## src/hdl/merge_pkg.sv

```systemverilog
`default_nettype none

package merge_pkg;

  // Width of one data word on every stream
  localparam int word_w = 8;

  // Data word as carried by producers, FIFOs and the merged output
  typedef logic [word_w-1:0] word_t;

  // FIFO address width, SRAM depth follows from it
  localparam int abits = 4;
  localparam int fifo_depth = 1 << abits;

  // Fill count reported on the level outputs
  // Same width as the SRAM address, so it wraps past fifo_depth - 1 words
  typedef logic [abits-1:0] level_t;

  // Source tag on the merged stream, 0 for channel 0 and 1 for channel 1
  typedef logic [0:0] src_t;

  // Arbiter priority state, names the channel that wins the next contention
  typedef enum logic {
    PRIO_CH0 = 1'b0,
    PRIO_CH1 = 1'b1
  } arb_state_t;

  // FIFO output modes
  // 1 is the smallest block-SRAM FIFO, 2 adds first-word fall-through
  localparam int outreg_ch0 = 2;
  localparam int outreg_ch1 = 1;

endpackage

`default_nettype wire

```

## src/hdl/skid_loader.sv

```systemverilog
`default_nettype none

module skid_loader #(
  // Skip the output register, master side follows the slave side directly
  parameter bit bypass = 1'b0,
  // Allow the temp register to be filled from the t side
  parameter bit loader = 1'b0
) (
  input  wire                     clock,
  input  wire                     reset,

  input  wire                     s_valid_i,
  output logic                    s_ready_o,
  input  wire merge_pkg::word_t   s_data_i,

  input  wire                     t_valid_i,
  output logic                    t_ready_o,
  input  wire merge_pkg::word_t   t_data_i,

  output logic                    m_valid_o,
  input  wire                     m_ready_i,
  output merge_pkg::word_t        m_data_o
);

  // Registered slave ready, high while the temp register is free
  logic s_ready_q;

  // Temp register catches the word that arrives after the master stalls
  logic tmp_valid_q;
  logic tmp_valid_d;
  merge_pkg::word_t tmp_data_q;

  logic s_fire_w;
  logic t_fire_w;
  // Master side can take a new word this cycle
  logic m_free_w;

  assign s_ready_o = s_ready_q;
  assign s_fire_w = s_valid_i && s_ready_q;

  // t side only while the slave word goes straight on to the master side
  assign t_ready_o = loader && !tmp_valid_q && s_fire_w && m_free_w;
  assign t_fire_w = t_valid_i && t_ready_o;

  always_comb begin
    tmp_valid_d = tmp_valid_q;
    if (tmp_valid_q) begin
      // Drains towards the master side
      if (m_free_w) begin
        tmp_valid_d = 1'b0;
      end
    end else if (t_fire_w || (s_fire_w && !m_free_w)) begin
      tmp_valid_d = 1'b1;
    end
  end

  always_ff @(posedge clock) begin
    if (reset) begin
      tmp_valid_q <= 1'b0;
      s_ready_q   <= 1'b0;
    end else begin
      tmp_valid_q <= tmp_valid_d;
      s_ready_q   <= !tmp_valid_d;
    end
  end

  // Direct load wins, slave word only lands here when the master is stalled
  always_ff @(posedge clock) begin
    if (!tmp_valid_q) begin
      if (t_fire_w) begin
        tmp_data_q <= t_data_i;
      end else if (s_fire_w && !m_free_w) begin
        tmp_data_q <= s_data_i;
      end
    end
  end

  generate
    if (bypass) begin : g_bypass
      // Held temp word first, else the slave word passes straight through
      assign m_free_w  = m_ready_i;
      assign m_valid_o = tmp_valid_q || s_fire_w;
      assign m_data_o  = tmp_valid_q ? tmp_data_q : s_data_i;
    end else begin : g_outreg
      logic m_valid_q;
      merge_pkg::word_t m_data_q;

      assign m_free_w  = !m_valid_q || m_ready_i;
      assign m_valid_o = m_valid_q;
      assign m_data_o  = m_data_q;

      always_ff @(posedge clock) begin
        if (reset) begin
          m_valid_q <= 1'b0;
        end else if (m_free_w) begin
          m_valid_q <= tmp_valid_q || s_fire_w;
        end
      end

      // Temp register is older than any slave word
      always_ff @(posedge clock) begin
        if (m_free_w) begin
          m_data_q <= tmp_valid_q ? tmp_data_q : s_data_i;
        end
      end
    end
  endgenerate

endmodule

`default_nettype wire

```

## src/hdl/sync_fifo.sv

```systemverilog
`default_nettype none

module sync_fifo #(
  // 1 for plain block SRAM, 2 for first-word fall-through
  parameter int outreg = 1
) (
  input  wire                     clock,
  input  wire                     reset,

  output merge_pkg::level_t       level_o,

  input  wire                     valid_i,
  output logic                    ready_o,
  input  wire merge_pkg::word_t   data_i,

  output logic                    valid_o,
  input  wire                     ready_i,
  output merge_pkg::word_t        data_o
);

  // Block SRAM storage, written and read on the clock edge
  merge_pkg::word_t sram_q [merge_pkg::fifo_depth];

  // Addresses carry one extra bit to tell full from empty
  logic [merge_pkg::abits:0] waddr_q;
  logic [merge_pkg::abits:0] raddr_q;
  logic [merge_pkg::abits:0] waddr_d;
  logic [merge_pkg::abits:0] raddr_d;

  // Registered write-ready and SRAM-not-empty flags
  logic wready_q;
  logic rvalid_q;
  logic full_d;

  // SRAM output register
  logic xvalid_q;
  merge_pkg::word_t xdata_q;

  // Input routing
  logic accept_w;
  logic direct_w;
  logic load_w;
  logic store_w;
  logic fetch_w;
  logic x_taken_w;

  // Skid stage links
  logic s_valid_w;
  logic s_ready_w;
  merge_pkg::word_t s_data_w;
  logic t_valid_w;
  logic t_ready_w;

  // Fill count
  merge_pkg::level_t level_q;

  assign ready_o = wready_q;
  assign level_o = level_q;

  // Input word is taken whenever the SRAM has room
  assign accept_w = valid_i && wready_q;

  // Fall-through path, only when nothing older sits in the SRAM or its
  // output register, and the skid stage has room
  assign direct_w = (outreg == 2) && !rvalid_q && !xvalid_q && s_ready_w;

  // SRAM output word moves on when the skid stage takes it
  assign x_taken_w = xvalid_q && s_ready_w;

  // Skid slave side carries the SRAM word, or the input word on fall-through
  assign s_valid_w = xvalid_q || (direct_w && accept_w);
  assign s_data_w = xvalid_q ? xdata_q : data_i;

  // Input may also go straight into the skid temp register while the SRAM
  // word moves to the skid output, which keeps the order intact
  assign t_valid_w = (outreg == 2) && !rvalid_q && xvalid_q && accept_w;
  assign load_w = t_valid_w && t_ready_w;

  // Everything else goes through the SRAM
  assign store_w = accept_w && !direct_w && !load_w;

  // Refill the output register when it is empty or being emptied
  assign fetch_w = rvalid_q && (!xvalid_q || x_taken_w);

  // Next addresses
  assign waddr_d = store_w ? waddr_q + 1'b1 : waddr_q;
  assign raddr_d = fetch_w ? raddr_q + 1'b1 : raddr_q;

  // Full one edge ahead, so ready_o can be a register
  assign full_d = (waddr_d[merge_pkg::abits] != raddr_d[merge_pkg::abits]) &&
                  (waddr_d[merge_pkg::abits-1:0] == raddr_d[merge_pkg::abits-1:0]);

  always_ff @(posedge clock) begin
    if (reset) begin
      waddr_q  <= '0;
      raddr_q  <= '0;
      wready_q <= 1'b0;
      rvalid_q <= 1'b0;
      xvalid_q <= 1'b0;
    end else begin
      waddr_q  <= waddr_d;
      raddr_q  <= raddr_d;
      wready_q <= !full_d;
      // Not empty after this edge
      rvalid_q <= waddr_d != raddr_d;
      if (fetch_w) begin
        xvalid_q <= 1'b1;
      end else if (x_taken_w) begin
        xvalid_q <= 1'b0;
      end
    end
  end

  // SRAM write port and registered read port
  always_ff @(posedge clock) begin
    if (store_w) begin
      sram_q[waddr_q[merge_pkg::abits-1:0]] <= data_i;
    end
    if (fetch_w) begin
      xdata_q <= sram_q[raddr_q[merge_pkg::abits-1:0]];
    end
  end

  // Accepted minus delivered words
  always_ff @(posedge clock) begin
    if (reset) begin
      level_q <= '0;
    end else begin
      case ({accept_w, valid_o && ready_i})
        2'b10:   level_q <= level_q + 1'b1;
        2'b01:   level_q <= level_q - 1'b1;
        default: level_q <= level_q;
      endcase
    end
  end

  // Skid stage
  // Mode 1 skips its output register, mode 2 keeps it and allows direct loads
  skid_loader #(
    .bypass(outreg < 2),
    .loader(outreg > 1)
  ) u_skid (
    .clock    (clock),
    .reset    (reset),

    .s_valid_i(s_valid_w),
    .s_ready_o(s_ready_w),
    .s_data_i (s_data_w),

    .t_valid_i(t_valid_w),
    .t_ready_o(t_ready_w),
    .t_data_i (data_i),

    .m_valid_o(valid_o),
    .m_ready_i(ready_i),
    .m_data_o (data_o)
  );

endmodule

`default_nettype wire

```

## src/hdl/rr_merge.sv

```systemverilog
`default_nettype none

module rr_merge (
  input  wire                     clock,
  input  wire                     reset,

  // Channel 0 side
  input  wire                     a_valid_i,
  output logic                    a_ready_o,
  input  wire merge_pkg::word_t   a_data_i,

  // Channel 1 side
  input  wire                     b_valid_i,
  output logic                    b_ready_o,
  input  wire merge_pkg::word_t   b_data_i,

  // Merged, tagged output
  output logic                    valid_o,
  input  wire                     ready_i,
  output merge_pkg::word_t        data_o,
  output merge_pkg::src_t         src_o
);

  // Output register
  logic out_valid_q;
  merge_pkg::word_t out_data_q;
  merge_pkg::src_t out_src_q;

  // Channel preferred on the next contention
  merge_pkg::arb_state_t prio_q;

  logic load_w;
  logic pick_b_w;
  logic grant_a_w;
  logic grant_b_w;

  assign valid_o = out_valid_q;
  assign data_o  = out_data_q;
  assign src_o   = out_src_q;

  // Output register is empty or handed over at this edge
  assign load_w = !out_valid_q || ready_i;

  // b wins when alone, or when both are valid and b holds priority
  assign pick_b_w = b_valid_i && (!a_valid_i || prio_q == merge_pkg::PRIO_CH1);

  // One grant per cycle at most
  assign grant_a_w = load_w && a_valid_i && !pick_b_w;
  assign grant_b_w = load_w && pick_b_w;

  assign a_ready_o = grant_a_w;
  assign b_ready_o = grant_b_w;

  always_ff @(posedge clock) begin
    if (reset) begin
      out_valid_q <= 1'b0;
      prio_q      <= merge_pkg::PRIO_CH0;
    end else begin
      if (load_w) begin
        out_valid_q <= grant_a_w || grant_b_w;
      end
      // Priority passes to the channel that lost
      if (grant_a_w) begin
        prio_q <= merge_pkg::PRIO_CH1;
      end else if (grant_b_w) begin
        prio_q <= merge_pkg::PRIO_CH0;
      end
    end
  end

  // Word and tag of the granted channel
  always_ff @(posedge clock) begin
    if (grant_a_w) begin
      out_data_q <= a_data_i;
      out_src_q  <= merge_pkg::src_t'(1'b0);
    end else if (grant_b_w) begin
      out_data_q <= b_data_i;
      out_src_q  <= merge_pkg::src_t'(1'b1);
    end
  end

endmodule

`default_nettype wire

```

## src/hdl/stream_merge.sv

```systemverilog
`default_nettype none

module stream_merge (
  input  wire                     clock,
  input  wire                     reset,

  // Channel 0 producer
  input  wire                     ch0_valid_i,
  output logic                    ch0_ready_o,
  input  wire merge_pkg::word_t   ch0_data_i,
  output merge_pkg::level_t       ch0_level_o,

  // Channel 1 producer
  input  wire                     ch1_valid_i,
  output logic                    ch1_ready_o,
  input  wire merge_pkg::word_t   ch1_data_i,
  output merge_pkg::level_t       ch1_level_o,

  // Merged consumer side
  output logic                    valid_o,
  input  wire                     ready_i,
  output merge_pkg::word_t        data_o,
  output merge_pkg::src_t         src_o
);

  // FIFO to arbiter links
  logic a_valid;
  logic a_ready;
  merge_pkg::word_t a_data;
  logic b_valid;
  logic b_ready;
  merge_pkg::word_t b_data;

  // Channel 0, fall-through mode
  sync_fifo #(
    .outreg(merge_pkg::outreg_ch0)
  ) u_fifo_ch0 (
    .clock  (clock),
    .reset  (reset),
    .level_o(ch0_level_o),
    .valid_i(ch0_valid_i),
    .ready_o(ch0_ready_o),
    .data_i (ch0_data_i),
    .valid_o(a_valid),
    .ready_i(a_ready),
    .data_o (a_data)
  );

  // Channel 1, plain block-SRAM mode
  sync_fifo #(
    .outreg(merge_pkg::outreg_ch1)
  ) u_fifo_ch1 (
    .clock  (clock),
    .reset  (reset),
    .level_o(ch1_level_o),
    .valid_i(ch1_valid_i),
    .ready_o(ch1_ready_o),
    .data_i (ch1_data_i),
    .valid_o(b_valid),
    .ready_i(b_ready),
    .data_o (b_data)
  );

  rr_merge u_merge (
    .clock    (clock),
    .reset    (reset),
    .a_valid_i(a_valid),
    .a_ready_o(a_ready),
    .a_data_i (a_data),
    .b_valid_i(b_valid),
    .b_ready_o(b_ready),
    .b_data_i (b_data),
    .valid_o  (valid_o),
    .ready_i  (ready_i),
    .data_o   (data_o),
    .src_o    (src_o)
  );

endmodule

`default_nettype wire

```

## config.mk

```make
export PLATFORM = sky130hd
export DESIGN_NAME = stream_merge
export DESIGN_NICKNAME = d
export VERILOG_FILES = /design/src/hdl/merge_pkg.sv /design/src/hdl/skid_loader.sv /design/src/hdl/sync_fifo.sv /design/src/hdl/rr_merge.sv /design/src/hdl/stream_merge.sv
export SDC_FILE = /design/constraint.sdc
export NUM_CORES = 1
export LEC_CHECK = 0
export CAP_MARGIN = 20
export CORE_MARGIN = 1.5
export CORE_UTILIZATION = 56
export CTS_CLUSTER_DIAMETER = 150
export CTS_CLUSTER_SIZE = 40
export DETAILED_ROUTE_END_ITERATION = 10
export DONT_BUFFER_PORTS = 1
export PLACE_DENSITY_LB_ADDON = 0.15
export SETUP_SLACK_MARGIN = 0.15
export SLEW_MARGIN = 10
export SYNTH_ARGS = -nofsm -noshare
export SYNTH_HDL_FRONTEND = slang
export SYNTH_HIERARCHICAL = 1
export SYNTH_SLANG_ARGS = --single-unit
```

## constraint.sdc

```tcl
create_clock -name clock -period 3.8 [get_ports clock]
set_input_delay 0.38 -clock clock [delete_from_list [all_inputs] [get_ports clock]]
set_output_delay 0.38 -clock clock [all_outputs]
set_load 0.01 [all_outputs]
```

### Yosys cells after proc, flatten, opt, wreduce, memory -nomap -nowiden

Memory sizes are Yosys's and may differ from the RTL's. A register that Yosys moved wholly into a read port is not among the register bits.
Cells that the tools add are included.
Widths: inputs -> output; s select.

| operators by class | value |
|---|---|
| $add $sub $neg | 8 |
| eq/ne operators | 10 |
| mux-type cells | 30 |
| bitwise gates (word level) | 2 |
| reductions and logical operators | 60 |

Operator list:

| operator | count |
|---|---|
| $mux 8 | 8 |
| $logic_and 1x1->1 | 27 |
| $add 5x1->5 const B | 4 |
| $mux 5 | 4 |
| $mux 1 | 16 |
| $pmux 4 s2 | 2 |
| $logic_not 1->1 | 15 |
| $reduce_bool 2->1 | 6 |
| $logic_or 1x1->1 | 10 |
| $ne 5x5->1 | 2 |
| $add 4x1->4 const B | 2 |
| $eq 4x4->1 | 2 |
| $sub 4x1->4 const B | 2 |
| $eq 2x1->1 const B | 2 |
| $eq 2x2->1 const B | 2 |
| $reduce_and 2->1 | 2 |
| $ne 1x1->1 | 2 |
| $not 1->1 | 2 |

| storage, ports and cells | value |
|---|---|
| bits in registers | 74 |
| bits in writable memories | 256 |
| input port bits | 21 |
| logic and storage cells | 136 |
| memories | 2 |

Memory list:

| memory | depth | bits a word | read ports | clocked after Yosys merged registers in | wr ports | line | text |
|---|---|---|---|---|---|---|---|
| u_fifo_ch0.sram_q | 16 | 8 | 1 | 1 | 1 | sync_fifo.sv:22 | `merge_pkg::word_t sram_q [merge_pkg::fifo_depth];` |
| u_fifo_ch1.sram_q | 16 | 8 | 1 | 1 | 1 | sync_fifo.sv:22 |  |

### Longest topological paths before layout

Gate-level depths: netlist of the first run.

| depth | value |
|---|---|
| depth in word-level cells | 15 |
| mapped depth | 13 |
| depth with buffers taken out | 12 |

### Cells and area by module

Netlist of the first run, hierarchy kept.

Modules (own cells, without submodules):

| module | times used | cells each | area an instance (um^2) | seq. area each (um^2) |
|---|---|---|---|---|
| sync_fifo at u_fifo_ch0 | 1 | 356 | 6368.6 | 4424.2 |
| sync_fifo at u_fifo_ch1 | 1 | 307 | 6317.3 | 4424.2 |
| skid_loader at u_fifo_ch0.u_skid | 1 | 49 | 852.1 | 540.5 |
| rr_merge | 1 | 34 | 486.7 | 300.3 |
| skid_loader at u_fifo_ch1.u_skid | 1 | 27 | 441.7 | 280.3 |

### Worst setup path before layout of the first run

No wires, ideal clock.

| path | value |
|---|---|
| path type | reg-to-reg |
| from | register u_fifo_ch1.u_skid.tmp_valid_q |
| to | memory u_fifo_ch0/sram_q[1][0] (netlist name) (enable) |
| data arrival time | 2.714 ns |
| setup slack | 0.689 ns |
| stages on the path, launching flop included | 11 |
| path buffers | 1 |
| clock period less this slack | 3.111 ns |
| cell sequence | dfxtp_1 > buf_6 > a21o_4 > nand2_1 > nand3_4 > inv_1 > nand2b_2 > and2b_2 > mux2i_1 > o21bai_1 > nor4b_1 |

| between the ends | value |
|---|---|
| word-level cells in the longest chain between the ends | 11 |

RTL lines:

| item | line | text |
|---|---|---|
| start, declared | skid_loader.sv:29 | `logic tmp_valid_q;` |
| start signal, assigned | skid_loader.sv:62 | `tmp_valid_q <= tmp_valid_d;` |
| $logic_or 1x1->1 | skid_loader.sv:82 | `assign m_valid_o = tmp_valid_q \|\| s_fire_w;` |
| net b_valid | stream_merge.sv:30 | `logic b_valid;` |
| $logic_and 1x1->1 | rr_merge.sv:45 | `assign pick_b_w = b_valid_i && (!a_valid_i \|\| prio_q == merge_pkg::PRIO_CH1);` |
| $logic_not 1->1 | rr_merge.sv:48 | `assign grant_a_w = load_w && a_valid_i && !pick_b_w;` |
| $logic_and 1x1->1 | rr_merge.sv:48 |  |
| net a_ready | stream_merge.sv:28 | `logic a_ready;` |
| $logic_or 1x1->1 | skid_loader.sv:88 | `assign m_free_w = !m_valid_q \|\| m_ready_i;` |
| net u_fifo_ch0.u_skid.m_free_w | skid_loader.sv:36 | `logic m_free_w;` |
| $logic_and 1x1->1 | skid_loader.sv:42 | `assign t_ready_o = loader && !tmp_valid_q && s_fire_w && m_free_w;` |
| net u_fifo_ch0.t_ready_w | sync_fifo.sv:52 | `logic t_ready_w;` |
| $logic_and 1x1->1 | sync_fifo.sv:77 | `assign load_w = t_valid_w && t_ready_w;` |
| $logic_not 1->1 | sync_fifo.sv:80 | `assign store_w = accept_w && !direct_w && !load_w;` |
| $logic_and 1x1->1 | sync_fifo.sv:80 |  |
| $mux 1 | sync_fifo.sv:116 | `if (store_w) begin` |
| $mux 1 (implied by the code) | sync_fifo.sv:117 | `sram_q[waddr_q[merge_pkg::abits-1:0]] <= data_i;` |
| end, declared | sync_fifo.sv:22 |  |

The timed path passes the listed nets, and every way through them passes these cells.

### Final worst setup path of the first run

| path | value |
|---|---|
| from | register u_fifo_ch1.u_skid.tmp_valid_q |
| to | memory u_fifo_ch0/sram_q[6][6] (netlist name) (enable) |

The elaborated chain is that of the path after synthesis.

==> results.md, run 1 <==
* Status: finished clean
* RSZ-0062 raised after global routing: false
* Final setup fails at 0
* Syn_area_per_cell at 18.77 sq um
* Max Cap Violations at 0
* Global-route wire length before repair at 43.62 mm
* TritonCTS clock tree: built
* Chip height at 163.6 microns
* Drc violations at 0
* CTS sink count at 346
* Worst path arrival time at 3.48 ns
* Worst path slowest cell: dfxtp_2
* GPL Wtd Cong at 0.8148
* Area occupied by multi-input gates at 4207 sq um
* Cell count after synthesis at 770
* Clk_skew at 0.02747 ns
* Num CTS Buffers at 12
* Port Buffers at 0
* HPWL after DPL at 19.08 mm
* Slew margin rel. at 35.62%
* Core Area at 25250 sq um
* Hold path cells at 1
* Clock Latency Late Sink at 0.52 ns
* Reg-to-Reg End: u_fifo_ch0/sram_q[6][6]
* Hold WC Path Type: input port to register
* Setup TNS at 0 ns
* Clk slew on worst S/H paths at 0.13 ns
* Final hold vios at 0
* Worst endpoint required time at 3.98 ns
* Hold path start: ch0_data_i[3]
* Synth warn at 6
* LEAKAGE at 0.004969 uW
* Area growth syn-to-layout at 5.853%
* Routed vias at 7038
* Setup crit end kind: register
* Worst hold endpoint: u_fifo_ch0/u_skid/tmp_data_q[3]
* Cell total after placement at 1075
* TritonRoute pass-1 iters at 5
* Clock Tree Root: clkbuf_16
* Syn nets at 807
* CP peak stage delay at 0.50 ns
* Peak fanout along the critical path at 13
* DR iter-0 viols at 655
* Most common cell after layout, fill and taps aside: edfxtp_1
* VDD IR max at 0.0004187 V
* Worst slew pin tran at 0.9621 ns
* Non-Filler Instances at 1115
* Site Rows at 58
* Crit path top cell by count: nand2_1
* Drt wl/cell at 26.20 microns
* Layout Nets at 814
* Die Area at 26780 sq um
* Share of cells above drive strength 1 at 17.50%
* Buffer depth of the longest clock path at 3
* Mapped Area at 14450 sq um
* Vias in the first global route at 6994
* Max Freq at 303.3 MHz
* I/O pin count at 41
* Reg2Reg Setup Slack at 0.50 ns
* Most frequent cells in the layout: 304 x edfxtp_1, 44 x mux4_2, 40 x mux2_2, 39 x dfxtp_1, 32 x nor2_1
* Drt via density at 6.312
* Reg area at 9973 sq um
* Final period util at 86.77%
* DRT Wirelength at 29.22 mm
* Setup CP Type: register to register
* Worst path cell trace: a21o_4 -> nand2_1 -> nand3_4 -> inv_1 -> nand2b_2 -> and2b_2 -> mux2i_1 -> o21ba_1 -> nand2_1 -> nor2_1 -> and2_1
* Minimum clock period at 3.297 ns
* Initial Utilization at 57.22%
* Power per standard cell area at 509.5 nW/um^2
* GR Overflow Total at 0
* Type of element launching the critical path: register
* Largest net degree at the start of global routing at 42
* Initial antenna violation count at 1
* Fillers at 1827
* All-Layer GR Usage at 22.41%
* Slew Limit Fails at 0
* Antenna-violating nets left at 0
* H-tree Lvls at 1
* Die X at 163.6 microns
* Reg2Reg Launch Point: u_fifo_ch1/u_skid/tmp_valid_q
* Reg2reg path depth at 11
==> per-stage QoR <==
step / power (uW) / worst slack [ns] / util [%] / cell area [sq um] / hold WS [ns]
6_report: 7795 / 0.5026 / 60.57 / 15300 / 0.08315
5_1_grt: 8066 / 0.2444 / 60.55 / 15290 / 0.06071
4_1_cts: 7827 / 0.3369 / 60.53 / 15290 / 0.06758
3_5_place_dp: 6084 / 0.3796 / 58.37 / 14740 / 0.4597
3_3_place_gp: 6040 / 0.5221 / 58.37 / 14740 / 0.4576
2_1_floorplan: 5758 / 0.6886 / - / 14450 / 0.4424
==> layout make-up <==
class,count,share of cell area (%)
flip-flops and latches,346,65.20
multi-input cells,371,27.50
well taps,330,2.699
clock buffers,19,2.274
repair buffers,30,1.799
inverters,16,0.3926
clock inverters,1,0.1063
diodes,2,0.03272
==> power by group <==
group / internal, uW / switching [uW] / total (uW) / leakage, uW
sequential: 4390 / 221 / 4610 / 0.00310
clock: 659 / 1060 / 1720 / 0.000175
combinational: 762 / 706 / 1470 / 0.00169
total: 5810 / 1990 / 7790 / 0.00497
==> sequential cells by signal (all words and copies together) (netlist names), 5 cells and up <==
| register | count |
|---|---|
| u_fifo_ch0/raddr_q | 5 |
| u_fifo_ch0/sram_q | 128 |
| u_fifo_ch0/u_skid/m_data_o | 8 |
| u_fifo_ch0/u_skid/tmp_data_q | 8 |
| u_fifo_ch0/waddr_q | 5 |
| u_fifo_ch0/xdata_q | 8 |
| u_fifo_ch1/raddr_q | 5 |
| u_fifo_ch1/sram_q | 128 |
| u_fifo_ch1/u_skid/tmp_data_q | 8 |
| u_fifo_ch1/waddr_q | 5 |
| u_fifo_ch1/xdata_q | 8 |
| u_merge/data_o | 8 |
==> per-layer routing <==
metal  vias to the layer above  track usage, %  wire, microns
li1                       3070               -              -
met1                      3673           34.56          12930
met2                       272           33.83          13380
met3                        23           4.749           2607
met4                         0           3.430            307
met5                         -               0              0
==> worst max-delay path: cells and delay by family, from the launching register on <==
kind                   cells  cell delay [ns]
AOI/OAI and AO/OA          2             0.58
DFF                        1             0.50
muxes                      1             0.25
buffers and inverters      1             0.07
and+or+nand+nor            7             1.56
==> worst max path at each step <==
stage | cells after the start | start | endpoint | slack, ns
floorplan | 10 | u_fifo_ch1/u_skid/tmp_valid_q | u_fifo_ch0/sram_q[1][0] | 0.69
global placement | 11 | u_fifo_ch1/u_skid/tmp_valid_q | u_fifo_ch0/sram_q[5][6] | 0.52
detailed placement | 11 | u_fifo_ch1/u_skid/tmp_valid_q | u_fifo_ch0/sram_q[6][0] | 0.38
finish | 11 | u_fifo_ch1/u_skid/tmp_valid_q | u_fifo_ch0/sram_q[6][6] | 0.50
global route | 11 | u_fifo_ch1/u_skid/tmp_valid_q | u_fifo_ch0/sram_q[7][3] | 0.24
CTS | 11 | u_fifo_ch1/u_skid/tmp_valid_q | u_fifo_ch0/sram_q[6][7] | 0.34
==> repair_timing <==
| action | in CTS | in global routing |
|---|---|---|
| hold endpoints to repair | 297 | 0 |
| hold buffers | 17 | 0 |
| gates resized for setup | 0 | 1 |
| endpoints found under the setup margin | 0 | 32 |
| setup buffers | 0 | 0 |
Power figures use the tool's default switching activity.
==> inputs of run 2 (changes only) <==
- CORE_ASPECT_RATIO: unset -> 1.5
- CORE_UTILIZATION: 56 -> 63
==> run 2 against run 1 <==
Against the previous run: clock power about the same; maximum frequency increased by 3.5%; clock skew decreased by 0.0084 ns; critical path depth unchanged; setup slack improved by 0.11 ns; hold slack got worse by 0.012 ns; sequential cell count unchanged; sequential power about the same; largest cell class unchanged; highest routed layer unchanged.
==> results.md, run 2 (same netlist as run 1, synthesis figures left out) <==
* Sequential share of power at 59.7%
* Drt wl/cell at 27.91 microns
* Final setup fails at 0
* Port Buffers at 0
* Antenna-violating nets left at 0
* Core Area at 22470 sq um
* H-tree Lvls at 1
* Most common cell after layout, fill and taps aside: edfxtp_1
* Drc violations at 0
* Vias in the first global route at 6944
* # diodes at 0
* DRT Wirelength at 29.59 mm
* I/O pin count at 41
* Logic pwr share at 18.4%
* Type of element launching the critical path: register
* Area growth syn-to-layout at 5.524%
* Most frequent cells in the layout: 304 x edfxtp_1, 44 x mux4_2, 40 x mux2_2, 40 x dfxtp_1, 32 x nor2_1
* Share of cells above drive strength 1 at 17.60%
* Buffer depth of the longest clock path at 3
* DR iter-0 viols at 595
* Largest net degree at the start of global routing at 42
* Initial antenna violation count at 0
* Status: finished clean
* Power per standard cell area at 510.0 nW/um^2
* Internal cell power at 5818 uW
* HPWL after DPL at 19.98 mm
* Die Area at 23870 sq um
* Total power at 7777 uW
* Hold WC Path Type: input port to register
* Routed vias at 6846
* CTS sink count at 346
* Setup TNS at 0 ns
* TritonRoute pass-1 iters at 5
* Psw at 1960 uW
* Site Rows at 67
* Setup crit end kind: register
* Peak fanout along the critical path at 13
* Final hold vios at 0
* Worst slew pin tran at 1.004 ns
* Num CTS Buffers at 12
* Final period util at 83.82%
* RSZ-0062 raised after global routing: false
* Slew margin rel. at 32.94%
* GR Overflow Total at 0
* Chip height at 188.5 microns
* Minimum clock period at 3.185 ns
* Layout Nets at 815
* Global-route wire length before repair at 43.75 mm
* Sw Share at 25.20%
* Clock Latency Late Sink at 0.52 ns
* Worst endpoint required time at 3.99 ns
* LEAKAGE at 0.004980 uW
* All-Layer GR Usage at 25.43%
* Clk_skew at 0.01908 ns
* TritonCTS clock tree: built
* Initial Utilization at 64.32%
* Clock power share at 22.0%
* Setup CP Type: register to register
* Max Cap Violations at 0
* Clk slew on worst S/H paths at 0.14 ns
* Drt via density at 6.458
* Max Freq at 314.0 MHz
* VDD IR max at 0.0004356 V
* Fillers at 1485
* GPL Wtd Cong at 0.8797
* Clock Tree Root: clkbuf_16
* Worst path arrival time at 3.38 ns
* Die X at 126.7 microns
* Slew Limit Fails at 0
[run 2: path summary, 6_finish.rpt]
path	startpoint	end	slack [ns]	depth (start not counted)
setup / recovery	u_fifo_ch1/u_skid/tmp_valid_q	u_fifo_ch0/sram_q[6][7]	0.61	11
hold / removal	ch0_data_i[5]	u_fifo_ch0/u_skid/tmp_data_q[5]	0.07	1
setup reg to reg	u_fifo_ch1/u_skid/tmp_valid_q	u_fifo_ch0/sram_q[6][7]	0.61	11
hold reg to reg	u_fifo_ch1/rvalid_q	u_fifo_ch1/s_valid_w	0.52	2
[run 2: power by group through the flow]
stage               logic (uW)  clock network [uW]  registers (uW)
finish                    1430                1710            4640
global route              1510                1840            4670
CTS                       1440                1730            4640
detailed placement        1370                   0            4730
global placement          1330                   0            4720
floorplan                 1210                   0            4550
[run 2: stage by stage]
stage	setup WS, ns	util, %	std cells	instance area, sq um	hold WS (ns)
3_3_place_gp	0.7192	65.43	1022	14700	0.4497
3_5_place_dp	0.6398	65.43	1022	14700	0.4473
6_report	0.6148	67.88	1060	15250	0.07140
2_1_floorplan	0.6886	-	770	14450	0.4424
5_1_grt	0.3908	67.88	1060	15250	0.05657
4_1_cts	0.6113	67.85	1059	15240	0.06131
[run 2: layout make-up]
cell class                      instances  area (sq um)  area share, %
Multi-Input combinational cell        371          4213          27.63
Sequential cell                       346          9972          65.39
Inverter                               16         60.06         0.3938
Timing Repair Buffer                   31         295.3          1.936
Clock inverter                          1         16.27         0.1067
Tap cell                              276         345.3          2.265
Clock buffer                           19         347.8          2.281
[run 2: metal layers]
layer  vias to the layer above  routed length [microns]  global-route usage, %
met5                         -                        0                      0
met4                         0                     1087                  9.266
met3                        46                     1255                  3.634
met2                       188                    16940                  49.18
met1                      3536                    10310                  28.09
li1                       3076                        -                      -
[run 2: what timing repair did]
action                                 CTS  global route
gates resized for setup                  0             0
hold buffers                            17             0
setup buffers                            0             0
endpoints found under the hold margin  297             0
[run 2: critical path, cell delays in order, from the launching register on]
cell	delay, ns
dfxtp_1	0.58
a21o_4	0.18
nand2_1	0.10
nand3_4	0.16
inv_1	0.08
nand2b_2	0.31
and2b_2	0.26
mux2i_1	0.23
o21ba_1	0.18
nand2_1	0.06
nor2_1	0.30
and2_1	0.41
